### config.mk
export PLATFORM = sky130hd
export DESIGN_NAME = pu_slave_spi
export DESIGN_NICKNAME = d
export VERILOG_FILES = /design/src/pu_spi_pkg.sv /design/src/spi_slave_driver.sv /design/src/spi_pingpong_buffer.sv /design/src/spi_word_packer.sv /design/src/pu_slave_spi.sv
export SDC_FILE = /design/constraint.sdc
export NUM_CORES = 1
export LEC_CHECK = 0
export ABC_AREA = 1
export BUFFER_PORTS_ARGS = -buffer_cell sky130_fd_sc_hd__buf_2
export CAP_MARGIN = 5
export CORE_MARGIN = 4
export CORE_UTILIZATION = 30
export DETAILED_ROUTE_END_ITERATION = 16
export GPL_TIMING_DRIVEN = 0
export PLACE_DENSITY = 0.54
export SLEW_MARGIN = 15
export SYNTH_ARGS = -nofsm -noshare
export SYNTH_HDL_FRONTEND = slang
export SYNTH_SLANG_ARGS = --single-unit
### constraint.sdc
create_clock -name clk -period 5.9 [get_ports clk]
set_clock_uncertainty 0.1 [all_clocks]
set_input_delay 0.59 -clock clk [delete_from_list [all_inputs] [get_ports clk]]
set_output_delay 0.59 -clock clk [all_outputs]
set_load 0.01 [all_outputs]
### src/pu_spi_pkg.sv
`default_nettype none

package pu_spi_pkg;

    // System word and SPI byte widths
    localparam int DATA_WIDTH     = 32;
    localparam int SPI_DATA_WIDTH = 8;
    localparam int BYTES_PER_WORD = DATA_WIDTH / SPI_DATA_WIDTH;

    // Attribute bus
    localparam int ATTR_WIDTH    = 4;
    localparam int ATTR_VALID    = 0;
    localparam int ATTR_OVERFLOW = 1;

    // Ping-pong bank geometry
    localparam int BUF_SIZE       = 6;
    localparam int BUF_ADDR_WIDTH = 3;

    // One system word, seen whole or as bytes, byte 0 least significant
    typedef union packed {
        logic [DATA_WIDTH-1:0]                         word;
        logic [BYTES_PER_WORD-1:0][SPI_DATA_WIDTH-1:0] bytes;
    } spi_word_u;

endpackage

`default_nettype wire

### src/spi_slave_driver.sv
`timescale 1ns/1ps
`default_nettype none

module spi_slave_driver (
    input  logic                                clk,
    input  logic                                rst,
    input  logic                                mosi,
    input  logic                                sclk,
    input  logic                                cs,
    input  logic [pu_spi_pkg::SPI_DATA_WIDTH-1:0] tx_byte,
    output logic                                miso,
    output logic [pu_spi_pkg::SPI_DATA_WIDTH-1:0] rx_byte,
    output logic                                ready,
    output logic                                sel_start,
    output logic                                sel_end
);
    import pu_spi_pkg::*;

    // Two sync flops per pin, plus a history flop on sclk and cs
    logic [2:0] sclk_sr;
    logic [2:0] cs_sr;
    logic [1:0] mosi_sr;

    logic sclk_rise;
    logic sclk_fall;
    logic cs_fall;
    logic cs_rise;
    logic selected;

    logic [$clog2(SPI_DATA_WIDTH)-1:0] bit_cnt;
    logic [SPI_DATA_WIDTH-1:0]         rx_shift;
    logic [SPI_DATA_WIDTH-1:0]         tx_shift;

    always_ff @(posedge clk or posedge rst) begin
        if (rst) begin
            sclk_sr <= '0;
            cs_sr   <= '1;
            mosi_sr <= '0;
        end else begin
            sclk_sr <= {sclk_sr[1:0], sclk};
            cs_sr   <= {cs_sr[1:0], cs};
            mosi_sr <= {mosi_sr[0], mosi};
        end
    end

    assign selected  = ~cs_sr[1];
    assign sclk_rise = selected & sclk_sr[1] & ~sclk_sr[2];
    assign sclk_fall = selected & ~sclk_sr[1] & sclk_sr[2];
    assign cs_fall   = ~cs_sr[1] & cs_sr[2];
    assign cs_rise   = cs_sr[1] & ~cs_sr[2];

    always_ff @(posedge clk or posedge rst) begin
        if (rst) begin
            bit_cnt   <= '0;
            ready     <= 1'b0;
            sel_start <= 1'b0;
            sel_end   <= 1'b0;
        end else begin
            sel_start <= cs_fall;
            sel_end   <= cs_rise;
            ready     <= sclk_rise && (bit_cnt == SPI_DATA_WIDTH - 1);
            if (cs_rise) begin
                bit_cnt <= '0;
            end else if (sclk_rise) begin
                bit_cnt <= bit_cnt + 1'b1;
            end
        end
    end

    // Mode 0 sampling on the rising edge
    always_ff @(posedge clk) begin
        if (sclk_rise) begin
            rx_shift <= {rx_shift[SPI_DATA_WIDTH-2:0], mosi_sr[1]};
            if (bit_cnt == SPI_DATA_WIDTH - 1) begin
                rx_byte <= {rx_shift[SPI_DATA_WIDTH-2:0], mosi_sr[1]};
            end
        end
    end

    // The falling edge that closes a byte does not shift, as the next byte is already loaded
    always_ff @(posedge clk or posedge rst) begin
        if (rst) begin
            tx_shift <= '0;
        end else if (sel_start || ready) begin
            tx_shift <= tx_byte;
        end else if (sclk_fall && bit_cnt != 0) begin
            tx_shift <= {tx_shift[SPI_DATA_WIDTH-2:0], 1'b0};
        end
    end

    assign miso = tx_shift[SPI_DATA_WIDTH-1];

endmodule

`default_nettype wire

### src/spi_pingpong_buffer.sv
`timescale 1ns/1ps
`default_nettype none

module spi_pingpong_buffer (
    input  logic                              clk,
    input  logic                              rst,
    input  logic                              swap,
    input  logic                              wr,
    input  logic [pu_spi_pkg::DATA_WIDTH-1:0] wr_data,
    input  logic                              rd_next,
    output logic [pu_spi_pkg::DATA_WIDTH-1:0] rd_data,
    output logic [pu_spi_pkg::ATTR_WIDTH-1:0] rd_attr
);
    import pu_spi_pkg::*;

    logic [DATA_WIDTH-1:0] mem [2][BUF_SIZE];

    // fill_sel names the bank being written, the other one is read
    logic                      fill_sel;
    logic                      rd_sel;
    logic [BUF_ADDR_WIDTH-1:0] count [2];
    logic                      ovf [2];
    logic [BUF_ADDR_WIDTH-1:0] rd_ptr;

    logic fill_full;
    logic rd_valid;

    assign rd_sel    = ~fill_sel;
    assign fill_full = (count[fill_sel] == BUF_SIZE);
    assign rd_valid  = (rd_ptr < count[rd_sel]);

    always_ff @(posedge clk) begin
        if (wr && !fill_full) begin
            mem[fill_sel][count[fill_sel]] <= wr_data;
        end
    end

    always_ff @(posedge clk or posedge rst) begin
        if (rst) begin
            fill_sel <= 1'b0;
            count[0] <= '0;
            count[1] <= '0;
            ovf[0]   <= 1'b0;
            ovf[1]   <= 1'b0;
            rd_ptr   <= '0;
        end else begin
            if (wr) begin
                if (fill_full) begin
                    ovf[fill_sel] <= 1'b1;
                end else begin
                    count[fill_sel] <= count[fill_sel] + 1'b1;
                end
            end

            if (swap) begin
                // Old read bank becomes the empty fill bank
                fill_sel      <= ~fill_sel;
                count[rd_sel] <= '0;
                ovf[rd_sel]   <= 1'b0;
                rd_ptr        <= '0;
            end else if (rd_next && rd_valid) begin
                rd_ptr <= rd_ptr + 1'b1;
            end
        end
    end

    always_comb begin
        rd_attr                = '0;
        rd_attr[ATTR_VALID]    = rd_valid;
        rd_attr[ATTR_OVERFLOW] = ovf[rd_sel];
        if (rd_valid) begin
            rd_data = mem[rd_sel][rd_ptr];
        end else begin
            rd_data = '0;
        end
    end

endmodule

`default_nettype wire

### src/spi_word_packer.sv
`timescale 1ns/1ps
`default_nettype none

module spi_word_packer (
    input  logic                                  clk,
    input  logic                                  rst,
    input  logic                                  ready,
    input  logic [pu_spi_pkg::SPI_DATA_WIDTH-1:0] rx_byte,
    input  logic                                  sel_start,
    input  logic                                  sel_end,
    input  logic [pu_spi_pkg::DATA_WIDTH-1:0]     tx_word,
    input  logic                                  tx_valid,
    output logic [pu_spi_pkg::SPI_DATA_WIDTH-1:0] tx_byte,
    output logic                                  tx_pop,
    output logic [pu_spi_pkg::DATA_WIDTH-1:0]     rx_word,
    output logic                                  rx_push
);
    import pu_spi_pkg::*;

    logic [$clog2(BYTES_PER_WORD)-1:0] byte_cnt;
    logic                              last_byte;

    spi_word_u rx_hold;
    spi_word_u rx_next;
    spi_word_u tx_hold;
    spi_word_u tx_first;

    assign last_byte = (byte_cnt == BYTES_PER_WORD - 1);

    // A new word is needed at the start and at each word boundary
    assign tx_pop = sel_start | (ready & last_byte);

    always_comb begin
        tx_first.word = tx_valid ? tx_word : '0;
        rx_next.bytes = {rx_hold.bytes[BYTES_PER_WORD-2:0], rx_byte};
    end

    // Most significant byte goes out first
    assign tx_byte = tx_pop ? tx_first.bytes[BYTES_PER_WORD-1]
                            : tx_hold.bytes[BYTES_PER_WORD-1];

    always_ff @(posedge clk or posedge rst) begin
        if (rst) begin
            byte_cnt <= '0;
            rx_push  <= 1'b0;
        end else begin
            rx_push <= ready & last_byte;
            if (sel_start || sel_end) begin
                byte_cnt <= '0;
            end else if (ready) begin
                byte_cnt <= last_byte ? '0 : byte_cnt + 1'b1;
            end
        end
    end

    always_ff @(posedge clk) begin
        if (ready) begin
            rx_hold <= rx_next;
            if (last_byte) begin
                rx_word <= rx_next.word;
            end
        end
    end

    // First byte leaves with the pop, so the held word is stored one byte ahead
    always_ff @(posedge clk) begin
        if (tx_pop) begin
            tx_hold.word <= tx_first.word << SPI_DATA_WIDTH;
        end else if (ready) begin
            tx_hold.word <= tx_hold.word << SPI_DATA_WIDTH;
        end
    end

endmodule

`default_nettype wire

### src/pu_slave_spi.sv
`timescale 1ns/1ps
`default_nettype none

module pu_slave_spi (
    input  logic                              clk,
    input  logic                              rst,
    input  logic                              signal_cycle,

    input  logic                              signal_wr,
    input  logic [pu_spi_pkg::DATA_WIDTH-1:0] data_in,

    input  logic                              signal_oe,
    output logic [pu_spi_pkg::DATA_WIDTH-1:0] data_out,
    output logic [pu_spi_pkg::ATTR_WIDTH-1:0] attr_out,

    output logic                              flag_start,
    output logic                              flag_stop,

    input  logic                              mosi,
    output logic                              miso,
    input  logic                              sclk,
    input  logic                              cs
);
    import pu_spi_pkg::*;

    // Byte level link between driver and packer
    logic [SPI_DATA_WIDTH-1:0] rx_byte;
    logic [SPI_DATA_WIDTH-1:0] tx_byte;
    logic                      spi_ready;

    // Word level link between packer and banks
    logic [DATA_WIDTH-1:0] tx_word;
    logic [ATTR_WIDTH-1:0] tx_attr;
    logic                  tx_pop;
    logic [DATA_WIDTH-1:0] rx_word;
    logic                  rx_push;

    spi_slave_driver spi_driver (
        .clk       (clk),
        .rst       (rst),
        .mosi      (mosi),
        .sclk      (sclk),
        .cs        (cs),
        .tx_byte   (tx_byte),
        .miso      (miso),
        .rx_byte   (rx_byte),
        .ready     (spi_ready),
        .sel_start (flag_start),
        .sel_end   (flag_stop)
    );

    // System writes here, the master reads it next cycle
    spi_pingpong_buffer tx_bank (
        .clk     (clk),
        .rst     (rst),
        .swap    (signal_cycle),
        .wr      (signal_wr),
        .wr_data (data_in),
        .rd_next (tx_pop),
        .rd_data (tx_word),
        .rd_attr (tx_attr)
    );

    // Master writes here, the system reads it next cycle
    spi_pingpong_buffer rx_bank (
        .clk     (clk),
        .rst     (rst),
        .swap    (signal_cycle),
        .wr      (rx_push),
        .wr_data (rx_word),
        .rd_next (signal_oe),
        .rd_data (data_out),
        .rd_attr (attr_out)
    );

    spi_word_packer packer (
        .clk       (clk),
        .rst       (rst),
        .ready     (spi_ready),
        .rx_byte   (rx_byte),
        .sel_start (flag_start),
        .sel_end   (flag_stop),
        .tx_word   (tx_word),
        .tx_valid  (tx_attr[ATTR_VALID]),
        .tx_byte   (tx_byte),
        .tx_pop    (tx_pop),
        .rx_word   (rx_word),
        .rx_push   (rx_push)
    );

endmodule

`default_nettype wire

### After elaboration in Yosys (flattened, before gate mapping)

Memory sizes are Yosys's and may differ from the RTL's.
Cells that the tools add are included.

* memories kept: 2
* register bits after elaboration: 142
* memory bits (writable): 768

* mux-type cells: 68
* order comparisons: 16
* bitwise logic cells: 29
* reduce and logical (&&, ||, !) cells: 25
* $add $sub $neg: 6
* equality and inequality tests: 4

Memories
* rx_bank.mem: depth 2, bits a word 192, rd ports 1, clocked after memory_dff 0, write ports 1, line spi_pingpong_buffer.sv:16 `logic [DATA_WIDTH-1:0] mem [2][BUF_SIZE];`
* tx_bank.mem: depth 2, bits a word 192, rd ports 1, clocked after memory_dff 0, write ports 1, line spi_pingpong_buffer.sv:16

Operators by type and width (number)
* 192-bit two-way mux: 2
* 32-bit two-way mux: 10
* 32-bit binary-select mux with 3-bit select: 2
* 32-bit demux with 3-bit select: 2
* 3-bit two-way mux: 22
* 6-bit two-way mux: 6
* 8-bit two-way mux: 3
* 4-bit greater-or-equal comparator (second input constant): 4
* 3-bit inverter with 4-bit output: 4
* 3-bit by 1-bit adder with 3-bit output (second input constant): 5
* 6-bit bitwise AND: 2
* 6-bit bitwise mux: 2
* 3-bit demux with 1-bit select: 4
* 1-bit logical AND: 12
* 2-bit two-way mux: 6
* 6-bit inverter: 2
* 2-bit nonzero test: 6
* 3-bit equality test (second input constant): 3
* 2-bit greater-or-equal comparator (second input constant): 4
* 2-bit by 1-bit less-than comparator with 1-bit output (second input constant): 4
* 4-bit by 1-bit less-than comparator with 1-bit output (second input constant): 2
* 1-bit inverter with 2-bit output: 4
* 1-bit bitwise AND: 7
* 1-bit two-way mux: 7
* other kinds (13): 23

### Depth between registers and ports, before layout

* depth after elaboration: 10
* mapped depth: 17
* depth with buffers taken out: 13

### By module

From an unflattened synthesis, not the netlist that was laid out.

* cell total of the unflattened synthesis: 3622
* area total of the unflattened synthesis: 38767.2 µm²

By module, submodules not included
* spi_pingpong_buffer at tx_bank: sequential area each 11831.3 µm², times used 1, area an instance 17143.9 µm², cells an instance 1632
* spi_pingpong_buffer at rx_bank: sequential area each 11831.3 µm², times used 1, area an instance 17088.9 µm², cells an instance 1630
* spi_word_packer: sequential area each 2477.4 µm², times used 1, area an instance 3171.8 µm², cells an instance 246
* spi_slave_driver: sequential area each 1004.7 µm², times used 1, area an instance 1362.6 µm², cells an instance 114

### Worst setup path after synthesis

OpenSTA, ideal clock, no wires.

* path type: register to register
* from: register tx_bank.fill_sel
* to: memory tx_bank.mem[1][0] (netlist bit), enable pin
* cell stages (with the launch flop): 11
* required time: 5.379 ns
* buffers on the path: 3
* slack: 2.488 ns
* arrival time: 2.891 ns
* clock period less this slack: 3.412 ns
* cell sequence: dfrtp_1 > buf_6 > buf_8 > buf_6 > o21a_2 > ha_1 > nand2_1 > nand2_1 > nor2_1 > nand2_1 > nor2_1

* longest elaborated chain between the ends: 10

Ends and longest elaborated chain
* start, declared: line spi_pingpong_buffer.sv:19 `logic fill_sel;`
* start signal, assigned: line spi_pingpong_buffer.sv:57 `fill_sel <= ~fill_sel;`
* 1-bit inverter with 2-bit output (implied by the code): line spi_pingpong_buffer.sv:29, spi_pingpong_buffer.sv:34
* 3-bit two-way mux (implied by the code) (3 in series): line spi_pingpong_buffer.sv:29, spi_pingpong_buffer.sv:34
* 3-bit inverter with 4-bit output (implied by the code): line spi_pingpong_buffer.sv:34 `mem[fill_sel][count[fill_sel]] <= wr_data;`
* 4-bit greater-or-equal comparator (implied by the code) or 4-bit by 1-bit less-than comparator with 1-bit output (tied branches): line spi_pingpong_buffer.sv:34
* 1-bit logical AND (implied by the code): line spi_pingpong_buffer.sv:34
* 32-bit two-way mux (implied by the code): line spi_pingpong_buffer.sv:34
* 32-bit demux with 3-bit select: line spi_pingpong_buffer.sv:34
* 192-bit two-way mux (implied by the code): line spi_pingpong_buffer.sv:34
* end, declared: line spi_pingpong_buffer.sv:16

Several ways; a longest one is shown, not always the timed one. The select of a mux whose other input is x is not followed.

### Worst setup path in the final report

* from: register rx_bank.fill_sel
* to: output port data_out[1] (netlist bit)

* longest elaborated chain between the ends: 7

Ends and longest elaborated chain
* start, declared: line spi_pingpong_buffer.sv:19
* start signal, assigned: line spi_pingpong_buffer.sv:57
* 1-bit inverter (*): line spi_pingpong_buffer.sv:28 `assign rd_sel = ~fill_sel;`
* 1-bit inverter with 2-bit output (implied by the code): line spi_pingpong_buffer.sv:30 `assign rd_valid = (rd_ptr < count[rd_sel]);`
* 3-bit two-way mux (implied by the code) (3 in series): line spi_pingpong_buffer.sv:30
* 3-bit less-than comparator: line spi_pingpong_buffer.sv:30
* 32-bit two-way mux (*): line spi_pingpong_buffer.sv:71 `if (rd_valid) begin`
* end, declared: line pu_slave_spi.sv:13 `output logic [pu_spi_pkg::DATA_WIDTH-1:0] data_out,`

Mark *: on every way between the ends. The rest lies on a longest branch, timed or not. The select of a mux whose other input is x is not followed.

==> summary.md <==
| Metric | Value |
|---|---|
| Vias per inst | 4.78 |
| Compound-Gate Fraction of Synth Area | 6.63% |
| Initial core utilization | 30.2% |
| Highest clock rate | 194 MHz |
| Total grt overflow | 0 |
| Initial antenna violation count | 7 |
| Initial drt markers | 2,111 |
| Final Max Tran Viols | 0 |
| DRC | 0 |
| Synthesized area per cell | 12.5 sq um |
| Area growth, synth to finish | 17.5% |
| Routability Congestion | 0.796 |
| Synth Cell Area | 0.0362 sq mm |
| R2R cell count | 12 |
| Core Util, Final | 35.5% |
| Hold Path Stages | 1 |
| Clock period minus worst slack | 5160 ps |
| Slew HR | 27.1% |
| Yosys cell types | 42 |
| Share of cells above drive strength 1 | 12.6% |
| H-tree level count | 3 |
| Status | completed |
| Insertion delay to the later sink of the worst-skew pair | 680 ps |
| Core Area | 0.120 sq mm |
| Warnings from Yosys | 0 |
| Clock transition at path regs | 60 ps |
| Sink Count | 910 |
| Sequential area share after synthesis | 74.9% |
| Leakage | 15.1 nW |
| Worst setup SP type | register |
| Die Footprint | 0.126 sq mm |
| Num CTS Buffers | 98 |
| Hold/Removal Path Class | in -> reg |
| Setup tns final | 0 ps |
| WL final | 98.6 mm |
| Post-Synth Adder-Cell Area | 0.484% |
| Critical Path, Cell by Cell | buf_4, buf_2, buf_2, buf_2, a21oi_1, ha_1, a21o_1, a31oi_2, buf_2, nand2_1, nor2_1, buf_2 |
| CP most frequent cell | buf_2 |
| Layout net count | 3,142 |
| Rows | 127 |
| Initial DRT Pass Iterations | 6 |
| Largest vdd supply drop | 263 uV |
| Bufs on Longest Clock Path | 3 |
| RSZ-0062 raised after global routing | no |
| First-pass GRT wire length | 146 mm |
| Slowest CP cell | a31oi_2 |
| Worst-margin pin slew | 1090 ps |
| Crit-path max cell delay | 600 ps |
| Num ports | 79 |
| Area share of the largest cell type after synthesis | 71.6% |
| Area contributors post-synth | edfxtp_1 72%, nand2_1 7.2%, nand3_1 4.2%, dfrtp_1 3.0%, nor2_1 2.7% |
| Final Hold Fails | 0 |
| IO Port Bufs | 76 |
| FF+latch count, synth | 910 |
| CTS resizes | 0 |
| DPL Wire Length | 67.1 mm |
| Largest family of logic cells by synthesized area | simple AND/OR/NAND/NOR gates |
| Vias in the first global route | 22,600 |
| Root buf cell | clkbuf_16 |
| Post-synthesis mux area share | 0% |
| Routed Antenna Nets | 0 |
| Worst path required time | 5210 ps |
| Yosys top cell by area | edfxtp_1 |
| Gate Count Post-Synth | 2,883 |
| Endpoints failing setup | 0 |
| TritonCTS clock tree | built |
| Most common cell after layout, fill and taps aside | edfxtp_1 |
| Number of max-cap violations | 0 |
| Power Density | 365 mW/mm^2 |
| Most frequent cells in the layout | 863 x edfxtp_1, 694 x nand2_1, 306 x nand3_1 |
| Simple-gate share of the synthesized area | 14.4% |
| Die width | 355 um |
| CP Class | reg -> out |
| Pin count of the biggest net entering global routing | 48 |
| Die Span Y | 355 um |
| DR WL/cell | 20.6 um |
| Total track usage | 15.4% |
| Via Count | 22,900 |
| Crit Path Max Fanout | 10 |
| Nature of the critical path endpoint | primary output |
| Tcrit/Tclk final | 87.4% |
| XOR/XNOR share of the synthesized area | 0.0484% |
| Crit path DAT | 4470 ps |
-- cell usage after synthesis (all sizes together) --
cell / number
nor3: 1
nand4: 2
nor3b: 1
xor2: 1
ha: 14
xnor2: 1
clkinv: 4
a211oi: 6
o22ai: 57
clkbuf: 44
nand2: 694
nor2: 265
dfrtp: 44
dfstp: 3
a22oi: 31
nor4: 2
o21ai: 195
inv: 66
o211ai: 18
a21oi: 120
conb: 1
buf: 136
o21a: 3
edfxtp: 863
a31oi: 2
a21o: 1
nand3: 307
and2: 1
-- worst max-delay path: cells and delay by family (launching register included) --
| family | cells | cell delay, ps |
|---|---|---|
| AND/OR/NAND/NOR | 2 | 380 |
| buffers and inverters | 6 | 1820 |
| AO/OA/AOI/OAI | 3 | 940 |
| adder cells (fa/ha/maj) | 1 | 340 |
| flip-flops | 1 | 320 |
-- layout make-up --
type	instances	area (sq um)
Inverter	70	272
Fill cell	11700	77300
Clock buffer	121	2540
Tap cell	1612	2020
Timing Repair Buffer	104	991
Buffer	180	1020
Clock inverter	61	572
Multi-Input combinational cell	1724	7980
Sequential cell	910	27100
Antenna cell	4	10.0
-- routing by layer --
layer  up-vias  share of wire (%)  track usage [%]
met1     11300                 44             20.7
li1      10700                  -                -
met2       731                 46             24.9
met4         6                3.3             5.31
met3       178                6.6             3.16
met5         -              0.035                0
-- worst paths after layout --
| path | startpoint | endpoint | slack (ps) |
|---|---|---|---|
| setup / recovery | rx_bank.fill_sel | data_out[1] | 740 |
| hold / removal | data_in[24] | tx_bank.mem[0][184] | 130 |
| setup reg to reg | rx_bank.fill_sel | rx_bank.rd_ptr[2] | 2350 |
| hold reg to reg | spi_driver.sclk_sr[0] | spi_driver.sclk_sr[1] | 250 |
| max in group asynchronous | rst | rx_bank.count[2] | 4700 |
| min in group asynchronous | rst | spi_driver.sclk_sr[0] | 450 |
-- timing repair --
item,in CTS,in global routing
hold buffers,4,0
endpoints found under the hold margin,47,0
setup buffers,0,0
-- sequential cells by signal, indices dropped and copies added, names as in the netlist, 2 cells and up --
register and flops:
tx_bank.rd_ptr 3, packer.tx_hold 24, tx_bank.count 6, rx_bank.rd_ptr 3, spi_driver.sclk_sr 3, packer.byte_cnt 2, packer.rx_hold 24, rx_bank.count 6
spi_driver.mosi_sr 2, rx_bank.ovf 2, rx_bank.mem 384, spi_driver.bit_cnt 3, spi_driver.rx_byte 8, spi_driver.cs_sr 3, spi_driver.tx_shift 8, tx_bank.mem 384
spi_driver.rx_shift 7, packer.rx_word 32
-- logic make-up after synthesis --
logic type                 Yosys count
xor gates and xnor gates             2
other                                1
buffers and inverters              250
AOI/OAI and AO/OA                  433
and+or+nand+nor                   1273
DFF                                910
adders and majority gates           14
-- report_power, final --
part / leakage (nW) / switching (mW) / internal, mW
clock: 1.52 / 2.58 / 3.35
combinational: 5.17 / 1.60 / 0.663
sequential: 8.39 / 0.0558 / 7.25
total: 15.1 / 4.24 / 11.3
-- metrics by stage --
step           setup WS (ps)  total power, mW  area [sq um]  std cells  hold slack, ps
4_1_cts                  775             15.6         42500       4782            94.7
5_1_grt                  466             16.1         42500       4783             117
3_5_place_dp            1500             9.71         39300       4596             242
2_1_floorplan           2490             8.77         36200       2884             231
3_3_place_gp             615             9.65         38600       4572             237
6_report                 743             15.5         42500       4786             128
Note: power is estimated with default switching activity, not from simulation.
